**src/common/vmul_cfg.svh**
```systemverilog
// vector multiply unit configuration
// operand, tag and pipeline sizes shared by the whole unit
`ifndef VMUL_CFG_SVH
`define VMUL_CFG_SVH

// operand and result word width
`define VMUL_DATA_W 64

// destination register tag width
`define VMUL_TAG_W 5

// request to response, in clock cycles
`define VMUL_LATENCY 2

`endif

```
**src/common/vec_data_pkg.sv**
```systemverilog
// data-side types of the vector multiply unit
// element width code and the operand word
`include "vmul_cfg.svh"

package vec_data_pkg;

    // element width, same encoding as the vsew field
    typedef enum logic [1:0] {
        SEW_8  = 2'd0,
        SEW_16 = 2'd1,
        SEW_32 = 2'd2,
        SEW_64 = 2'd3
    } sew_t;

    // one operand or result word, holds 8/4/2/1 packed elements
    typedef logic [`VMUL_DATA_W-1:0] bus64_t;

endpackage

```
**src/common/vmul_op_pkg.sv**
```systemverilog
// operation-side types of the vector multiply unit
// opcodes, decoded operations, request and response
`include "vmul_cfg.svh"

package vmul_op_pkg;

    import vec_data_pkg::*;

    // funct6 encodings of the supported multiplies
    typedef enum logic [5:0] {
        F6_VMULHU  = 6'b100100,
        F6_VMUL    = 6'b100101,
        F6_VMULHSU = 6'b100110,
        F6_VMULH   = 6'b100111
    } vmul_funct6_t;

    // decoded operation
    typedef enum logic [1:0] {
        VMUL,
        VMULH,
        VMULHU,
        VMULHSU
    } instr_type_t;

    // incoming request, raw fields straight from the issue side
    typedef struct packed {
        logic                   valid;
        vmul_funct6_t           funct6;
        logic [2:0]             vsew;
        logic [`VMUL_TAG_W-1:0] vd;
        bus64_t                 vs1;
        bus64_t                 vs2;
    } vmul_req_t;

    // outgoing response
    typedef struct packed {
        logic                   valid;
        logic                   illegal;
        logic [`VMUL_TAG_W-1:0] vd;
        bus64_t                 data;
    } vmul_rsp_t;

endpackage

```
**src/vmul/vmul_decode.sv**
```systemverilog
// vector multiply decoder
// funct6 and vsew to operation and element width, flags illegal requests
`timescale 1ns/1ps

module vmul_decode
    import vec_data_pkg::*;
    import vmul_op_pkg::*;
(
    input  vmul_funct6_t funct6_i,
    input  logic [2:0]   vsew_i,
    output instr_type_t  instr_type_o,
    output sew_t         sew_o,
    output logic         illegal_o
);

    logic        op_ok;
    logic        sew_ok;
    instr_type_t op_dec;
    sew_t        sew_dec;

    always_comb begin
        op_ok   = 1'b1;
        sew_ok  = 1'b1;
        op_dec  = VMUL;
        sew_dec = SEW_8;
        // opcode
        case (funct6_i)
            F6_VMUL:    op_dec = VMUL;
            F6_VMULH:   op_dec = VMULH;
            F6_VMULHU:  op_dec = VMULHU;
            F6_VMULHSU: op_dec = VMULHSU;
            default:    op_ok  = 1'b0;
        endcase
        // element width, codes 4..7 reserved
        case (vsew_i)
            3'd0:    sew_dec = SEW_8;
            3'd1:    sew_dec = SEW_16;
            3'd2:    sew_dec = SEW_32;
            3'd3:    sew_dec = SEW_64;
            default: sew_ok  = 1'b0;
        endcase
        illegal_o    = !(op_ok && sew_ok);
        // safe defaults downstream on anything illegal
        instr_type_o = illegal_o ? VMUL : op_dec;
        sew_o        = illegal_o ? SEW_8 : sew_dec;
        // even garbage or x on the inputs must give defined controls
        assert (!$isunknown({instr_type_o, sew_o}))
            else $error("vmul_decode: unknown operation or element width");
    end

endmodule

```
**config.mk**
```make
export PLATFORM = sky130hd
export DESIGN_NAME = vmul_decode
export DESIGN_NICKNAME = d
export VERILOG_FILES = /design/src/common/vec_data_pkg.sv /design/src/common/vmul_op_pkg.sv /design/src/vmul/vmul_decode.sv
export VERILOG_INCLUDE_DIRS = /design/src /design/src/common
export SDC_FILE = /design/constraint.sdc
export NUM_CORES = 1
export LEC_CHECK = 0
export ABC_AREA = 1
export BUFFER_PORTS_ARGS = -buffer_cell sky130_fd_sc_hd__buf_4
export CAP_MARGIN = 30
export CORE_AREA = 3 3 40 42
export DETAILED_ROUTE_END_ITERATION = 16
export DIE_AREA = 0 0 43 45
export GPL_TIMING_DRIVEN = 0
export PLACE_DENSITY = 0.3
export REMOVE_ABC_BUFFERS = 1
export SLEW_MARGIN = 5
export SYNTH_ARGS = -nofsm -noshare
export SYNTH_HDL_FRONTEND = slang
export SYNTH_SLANG_ARGS = --single-unit
```
**constraint.sdc**
```tcl
create_clock -name vclk -period 0.8
set_clock_uncertainty 0.2 [all_clocks]
set_input_delay 0.04 -clock vclk [all_inputs]
set_output_delay 0.04 -clock vclk [all_outputs]
set_load 0.005 [all_outputs]
```
==> reports/results.ini <==
[drt]
drc_marker_count_from_the_first_detailed_route_iteration = 0
detail_route.wl_per_cell_um = 6.85
post-route-drc-count = 0
firstDrtPassIters = 1
dr_total_vias = 133
via_per_inst = 3.24
routed_wl_um = 281
antenna_viol_nets_final = 0

[floorplanning]
initial_core_util_pct = 4.19
die-area_um2 = 1940
io-pin-count = 14
dieHeight_um = 45
die_width_um = 43
design.core.area_um2 = 1280
num_rows = 13

[cells_and_area]
layoutNonFillerInstCount = 41
design.seq.count = 0
final_core_util_pct = 16.2
layout-drive-gt1-share_pct = 80.8
n_antenna_cell = 0
syn2layout_area_growth_pct = 286
final.clkbuf_count = 0
ff_latch_area_um2 = 0
layout.nets = 37

[outcome]
status = finished clean

[yosys]
netlist_top_cells_area = inv_1 (35%), nor2_1 (28%), nand3_2 (19%)
synthAdderAreaFrac_pct = 0
yosys.area.top_type_share_pct = 34.9
fraction_of_the_mapped_netlist_area_in_simple_logic_gates_pct = 65.1
synth_cell_type_count = 5
yosysWarningCount = 0
synth_compound_gate_area_share_pct = 0
post_synth_most_frequent_cells = inv_1 (5), nor2_1 (4), nand2_1 (1), nand3_2 (1), nor2_2 (1)
syn_area_um2 = 53.8
synth.largest_area_cell = inv_1
multiplexer_fraction_of_the_synthesized_cell_area_pct = 0
syn_avg_cell_area_um2 = 4.48
synthXorXnorAreaFrac_pct = 0
netlist_instances = 12
synth_top_family_by_area = simple AND/OR/NAND/NOR gates
sequential_area_share_after_synthesis_pct = 0
cell_with_the_most_instances_after_synthesis = inv_1

[worst_setup_path]
critPathLaunch = funct6_i[3]
worstPathMaxFanout = 5
worstPathRequired_ns = 0.56
timing.setup.critical_path_class = input pin to primary output
setup.worst_path.end_class = primary output
worst_setup_path_start_kind = input pin
worst-endpoint-arrival_ns = 0.55

[power_and_ir_drop]
pwr_density_cell_nw_per_um2 = 309
switchingPower_w = 0.0000230
peakVddDrop_uv = 71.6
total_leakage_power_nw = 0.113
combinationalPowerShare_pct = 100.0
power.share.sequential_pct = 0
p_sw_share_pct = 35.9
clkPwrFrac_pct = 0
p_int_w = 0.0000411

[placed_design]
hpwlAfterDp_um = 270
numPlacedInstances = 41
worst_setup_slack_post_dpl_ns = -0.0703
gpl.final_weighted_congestion = 0.673
port-buffer-count = 14

[grt]
grtUsageTotal_pct = 3.07
grt_pass1_wl_um = 496
globalRoute.totalOverflow = 0
first_global_vias = 149
maximum_number_of_pins_on_one_net_before_global_route_repair = 6
grt_antenna_before_repair = 0

[clock_tree]
cts_hold_repair.buffers = 0

[sta]
maxClockFrequency_ghz = 1.26
rsz0062_at_grt = yes
slew_headroom_pct = 92.9
worst_margin_slew_ns = 0.107
post-route-worst-setup-slack_ns = 0.00694
timing.final.crit_share_pct = 99.1
slew_violations = 0
setup_viol = 0
final_period_minus_worst_setup_slack_ns = 0.793
hold_viol = 0

[min_path]
worst_hold_path_type = input pin to primary output
worstHoldPathCells = 3
holdCritStartpoint = funct6_i[0]
hold_path_endpoint = instr_type_o[1]

[job]
maxCapViolations = 0

-- timing repair --
action | in CTS | in global routing
gates resized for setup | 7 | 2
setup buffers | 0 | 0
endpoints found under the setup margin | 4 | 4
pin swaps | 3 | 2
-- how the worst max path moves through the flow --
stage | endpoint | cells past startpoint | slack, ns
global route | sew_o[1] | 5 | -0.06
CTS | sew_o[0] | 5 | -0.01
detailed placement | sew_o[0] | 5 | -0.07
global placement | instr_type_o[0] | 5 | -0.04
floorplan | instr_type_o[0] | 3 | 0.19
finish | sew_o[1] | 5 | 0.007
-- worst max-delay path, cell delays in order --
cell and delay, ns:
buf_6 0.10, nor2_4 0.11, nand3_4 0.10, nor2_1 0.10
buf_4 0.11
-- power groups by stage --
stage	logic, W	registers (W)	clock network, W
2_1_floorplan	0.0000113	0	0
3_3_place_gp	0.0000487	0	0
3_5_place_dp	0.0000510	0	0
4_1_cts	0.0000639	0	0
5_1_grt	0.0000701	0	0
6_report	0.0000641	0	0
-- metrics by stage --
| step | TNS [ns] | cell area (µm²) | hold WS, ns | power (W) |
|---|---|---|---|---|
| after global routing | -0.199 | 208 | 0.121 | 0.0000701 |
| after global placement | -0.130 | 178 | 0.108 | 0.0000487 |
| after CTS | -0.0220 | 203 | 0.117 | 0.0000639 |
| after detailed placement | -0.255 | 178 | 0.117 | 0.0000510 |
| final | 0 | 208 | 0.114 | 0.0000641 |
| after floorplan | 0 | 53.8 | -0.0889 | 0.0000113 |
-- cells in the final DEF, fill, tap and decap left out --
master   instances
buf_4           12
buf_6            2
inv_1            4
inv_2            1
nand2_2          1
nand3_4          1
nor2_1           1
nor2_2           3
nor2_4           1
-- routing by layer --
layer	track usage, %	up-vias	part of all wire, %	routed length [µm]
li1	-	61	-	-
met1	2.38	58	25	69
met2	7.19	14	46	130
met3	1.20	0	29	81
met4	0	0	0	0
met5	0	-	0	0
-- area by class of cell --
| cell class | instances | area [µm²] |
|---|---|---|
| Tap cell | 15 | 18.8 |
| Inverter | 5 | 18.8 |
| Fill cell | 154 | 1080 |
| Timing Repair Buffer | 14 | 113 |
| Multi-Input combinational cell | 7 | 57.6 |
-- kinds of logic after synthesis --
group | Yosys count
simple gates | 7
buf+inv | 5
No activity file was read; power rests on OpenSTA's default activity.
