==> src/common/vmul_cfg.svh <==
// vector multiply unit configuration
// operand, tag and pipeline sizes shared by the whole unit
`ifndef VMUL_CFG_SVH
`define VMUL_CFG_SVH

// operand and result word width
`define VMUL_DATA_W 64

// destination register tag width
`define VMUL_TAG_W 5

// request to response, in clock cycles
`define VMUL_LATENCY 2

`endif

==> src/common/vec_data_pkg.sv <==
// data-side types of the vector multiply unit
// element width code and the operand word
`include "vmul_cfg.svh"

package vec_data_pkg;

    // element width, same encoding as the vsew field
    typedef enum logic [1:0] {
        SEW_8  = 2'd0,
        SEW_16 = 2'd1,
        SEW_32 = 2'd2,
        SEW_64 = 2'd3
    } sew_t;

    // one operand or result word, holds 8/4/2/1 packed elements
    typedef logic [`VMUL_DATA_W-1:0] bus64_t;

endpackage

==> src/common/vmul_op_pkg.sv <==
// operation-side types of the vector multiply unit
// opcodes, decoded operations, request and response
`include "vmul_cfg.svh"

package vmul_op_pkg;

    import vec_data_pkg::*;

    // funct6 encodings of the supported multiplies
    typedef enum logic [5:0] {
        F6_VMULHU  = 6'b100100,
        F6_VMUL    = 6'b100101,
        F6_VMULHSU = 6'b100110,
        F6_VMULH   = 6'b100111
    } vmul_funct6_t;

    // decoded operation
    typedef enum logic [1:0] {
        VMUL,
        VMULH,
        VMULHU,
        VMULHSU
    } instr_type_t;

    // incoming request, raw fields straight from the issue side
    typedef struct packed {
        logic                   valid;
        vmul_funct6_t           funct6;
        logic [2:0]             vsew;
        logic [`VMUL_TAG_W-1:0] vd;
        bus64_t                 vs1;
        bus64_t                 vs2;
    } vmul_req_t;

    // outgoing response
    typedef struct packed {
        logic                   valid;
        logic                   illegal;
        logic [`VMUL_TAG_W-1:0] vd;
        bus64_t                 data;
    } vmul_rsp_t;

endpackage

==> src/vmul/vmul_wb.sv <==
// writeback stage of the vector multiply unit
// delays valid, tag and illegal to meet the multiplier, forms the response
`timescale 1ns/1ps
`include "vmul_cfg.svh"

module vmul_wb
    import vec_data_pkg::*;
    import vmul_op_pkg::*;
(
    input  logic                   clk_i,
    input  logic                   rstn_i,
    input  logic                   valid_i,
    input  logic [`VMUL_TAG_W-1:0] vd_i,
    input  logic                   illegal_i,
    input  bus64_t                 data_i,
    output vmul_rsp_t              rsp_o
);

    // control that rides alongside the multiplier pipeline
    typedef struct packed {
        logic                   valid;
        logic                   illegal;
        logic [`VMUL_TAG_W-1:0] vd;
    } wb_ctl_t;

    wb_ctl_t ctl_in;
    wb_ctl_t ctl_q [`VMUL_LATENCY];

    // illegal only counts on a real request
    assign ctl_in = '{valid: valid_i, illegal: valid_i & illegal_i, vd: vd_i};

    always_ff @(posedge clk_i or negedge rstn_i) begin
        if (!rstn_i) begin
            for (int i = 0; i < `VMUL_LATENCY; i++) begin
                ctl_q[i] <= '0;
            end
        end else begin
            ctl_q[0] <= ctl_in;
            for (int i = 1; i < `VMUL_LATENCY; i++) begin
                ctl_q[i] <= ctl_q[i-1];
            end
        end
    end

    // response, data only for a legal valid slot
    assign rsp_o.valid   = ctl_q[`VMUL_LATENCY-1].valid;
    assign rsp_o.illegal = ctl_q[`VMUL_LATENCY-1].illegal;
    assign rsp_o.vd      = ctl_q[`VMUL_LATENCY-1].vd;
    assign rsp_o.data    = (ctl_q[`VMUL_LATENCY-1].valid && !ctl_q[`VMUL_LATENCY-1].illegal)
                         ? data_i : '0;

    // an illegal request comes back flagged and with empty data
    a_illegal_zero: assert property (@(posedge clk_i) disable iff (!rstn_i)
        valid_i && illegal_i |-> ##(`VMUL_LATENCY) rsp_o.valid && rsp_o.illegal
                                                   && (rsp_o.data == '0))
        else $error("vmul_wb: illegal request returned data");

    // one response per request, exactly the latency later
    a_valid_lat: assert property (@(posedge clk_i) disable iff (!rstn_i)
        valid_i |-> ##(`VMUL_LATENCY) rsp_o.valid)
        else $error("vmul_wb: response missing");
    a_no_spurious: assert property (@(posedge clk_i) disable iff (!rstn_i)
        rsp_o.valid |-> $past(valid_i, `VMUL_LATENCY))
        else $error("vmul_wb: response without request");

endmodule
==> config.mk <==
export PLATFORM = sky130hd
export DESIGN_NAME = vmul_wb
export DESIGN_NICKNAME = d
export VERILOG_FILES = /design/src/common/vec_data_pkg.sv /design/src/common/vmul_op_pkg.sv /design/src/vmul/vmul_wb.sv
export VERILOG_INCLUDE_DIRS = /design/src /design/src/common
export SDC_FILE = /design/constraint.sdc
export NUM_CORES = 1
export LEC_CHECK = 0
export BUFFER_PORTS_ARGS = -buffer_cell sky130_fd_sc_hd__buf_2
export CORE_UTILIZATION = 31
export DETAILED_ROUTE_END_ITERATION = 10
export GPL_TIMING_DRIVEN = 0
export PLACE_DENSITY = 0.79
export SLEW_MARGIN = 20
export SYNTH_ARGS = -nofsm -noshare
export SYNTH_HDL_FRONTEND = slang
export SYNTH_SLANG_ARGS = --single-unit
==> constraint.sdc <==
create_clock -name clk_i -period 1.6 [get_ports clk_i]
set_clock_uncertainty 0.2 [all_clocks]
set_input_delay 0.24 -clock clk_i [delete_from_list [all_inputs] [get_ports clk_i]]
set_output_delay 0.24 -clock clk_i [all_outputs]
set_load 0.005 [all_outputs]
==> impl_metrics.yaml <==
status:
  status: "finished with violations"
  violations: "negative setup slack"
floorplan:
  die_area_sq_um: 3711
  num_io_pins: 144
  coreArea_sq_um: 3337
  start_util_pct: 32.25
  dieWidth_microns: 60.92
  rows: 21
  die_y_microns: 60.92
placed_design:
  dp_cells: 288
  place_hpwl_mm: 2.680
  port_buffers: 143
  gp_congestion: 0.6771
timing:
  worst_pin_slew_ps: 285.1
  finalCritPeriodShare_pct: 107.7
  setup_viol: 65
  hold_slack_ps: 150.6
  layout_setup_ws_ps: -123.8
  grt_setup_unrepaired: "yes"
  slew_headroom_pct: 81.00
  max_freq_mhz: 580.1
  hold_violations: 0
  finalMaxSlewViolations: 0
  timing.final.crit_period_ps: 1724
synth:
  syn_inst: 99
  synthesis.nets: 172
  synth_top_cell_by_area: "dfrtp_1"
  ys_ff_latch: 14
  syn_area_sq_um: 1076
  ys_top_cells_by_area: "dfrtp_1 33%, and3b_2 29%, and3b_1 27%"
  synth.distinct_cells: 7
  synth_top_area_share_pct: 32.56
  yosysWarnings: 0
  ys_seq_area_share_pct: 32.56
  avgSynthCellArea_sq_um: 10.87
finish:
  drive_above_1_share_pct: 79.01
  fillCellCount: 275
  num_antenna_cells: 0
  nets: 336
  regArea_sq_um: 351.6
  multi_input_area_sq_um: 605.6
  fin_cells: 308
  syn_to_final_growth_pct: 106.0
critical_path:
  crit_fanout: 10
  cp-end-kind: "output pin"
  r2r_start: "ctl_q[13]"
  path_common_cell: "buf_6"
  rr_endpoint: "rsp_o[70]"
  start_kind: "register"
  cpMaxStageDelayCell: "dfrtp_2"
  worstSetupPathType: "register to output pin"
  cp.arrival_ps: 1280
  cp_top_family: "flip-flops"
  worst-path-buf-inv: 3
  critPathMaxStageDelay_ps: 420
  worstRegToRegCells: 0
  path_cells: "buf_6 -> buf_6 -> and3b_2 -> buf_2"
  reg2reg_setup_slack_ps: 920
  worstPathRequired_ps: 1160
min_path:
  whs_endpoint: "rsp_o[68]"
  hp-start: "ctl_q[11]"
  hold-path-cell-count: 0
  hold_path_class: "register to register"
routing:
  via_count: 1358
  drtAntennaViolNets: 0
  drtIter0Drc: 55
  via_per_inst: 4.409
  drc: 0
  routed_wirelength_mm: 3.705
  firstDrtPassIters: 4
  wl_per_cell_microns: 12.03
clock_network:
  cts_tree: "yes"
  htree_levels: 1
  cts_root_buffer: "clkbuf_4"
  cts_num_sinks: 14
  clock_path_buffers: 2
  cts-buffers-inserted: 3
  clkLatencyLatePin_ps: 260
  clkTransAtPathRegs_ps: 80
power:
  p_leak_uw: 0.001422
  ir_drop_uv: 673.9
  p_per_area_nw_per_um2: 465.4
grt:
  grt_pass1_vias: 1074
  antenna_found_initial: 0
  grt_pass1_wl_mm: 4.491
  grt_usage_pct: 16.13
  grt_max_degree: 15
  grt_overflow: 0
job:
  cap_viol_max_count: 0
Yosys cell counts (all sizes together):
cell type,count
and3b,64
buf,14
dfrtp,14
clkbuf,6
and2,1
where the power goes:
part	switching [uW]	internal, uW	total, uW
logic	145	277	422
registers	5.92	372	377
clock network	94.7	138	233
total	245	787	1030
how the worst max path moves through the flow:
stage,startpoint,end,slack (ps),cells past startpoint
global route,rsp_o[69],rsp_o[22],-180,4
floorplan,rsp_o[70],rsp_o[12],320,3
detailed placement,rsp_o[69],rsp_o[23],50,3
CTS,rsp_o[70],rsp_o[23],-120,4
finish,rsp_o[69],rsp_o[16],-120,4
global placement,rsp_o[69],rsp_o[48],40,3
stage by stage:
stage               setup WS (ps)  power, uW  util (%)  TNS (ps)  instance area, sq um
global route               -178.7       1105     66.44    -10130                  2217
detailed placement          51.95      718.8     55.42         0                  1849
CTS                        -115.9      991.8     61.38     -6331                  2048
finish                     -123.8       1032     66.44     -6127                  2217
floorplan                   320.8      529.4         -         0                  1076
global placement            44.92      711.0     55.42         0                  1849
per-layer routing:
metal  GRT usage, %  up-vias  wire (microns)
li1               -      671               -
met1          15.93      619            1292
met2          33.91       66            2149
met3          2.772        2             244
met4          3.896        0              19
met5              0        -               0
layout by cell type (no fill, tap or decap), drive strengths merged:
master       Yosys  final
buf             14    170
and2             1      1
clkbuf           6      5
dlygate4sd3      0      8
and3b           64     64
dfrtp           14     14
cell families (layout without fill, tap and decap cells):
| logic type | count (synthesis) | count (layout) | share of synthesized area (%) |
|---|---|---|---|
| simple gates | 65 | 65 | 56.28 |
| buf+inv | 20 | 183 | 11.16 |
| flops | 14 | 14 | 32.56 |
state kept, by name, indices dropped and copies added, names as in the netlist:
name,count
ctl_q,7
rsp_o,7
final cells by class:
cell class | count | share of cell area, %
buffer | 20 | 9.650
clock buffer | 4 | 1.637
multi-input combinational | 65 | 27.31
sequential | 14 | 15.86
tap | 46 | 2.596
timing repair buffer | 159 | 42.95
repair_timing:
item / 4_1_cts / 5_1_grt
cloned: 0 / 4
resized for setup: 18 / 33
endpoints found under the hold margin: 21 / 0
buffers inserted: 2 / 2
setup endpoints to repair: 64 / 65
hold buffers: 8 / 0
Power figures use the tool's default switching activity.
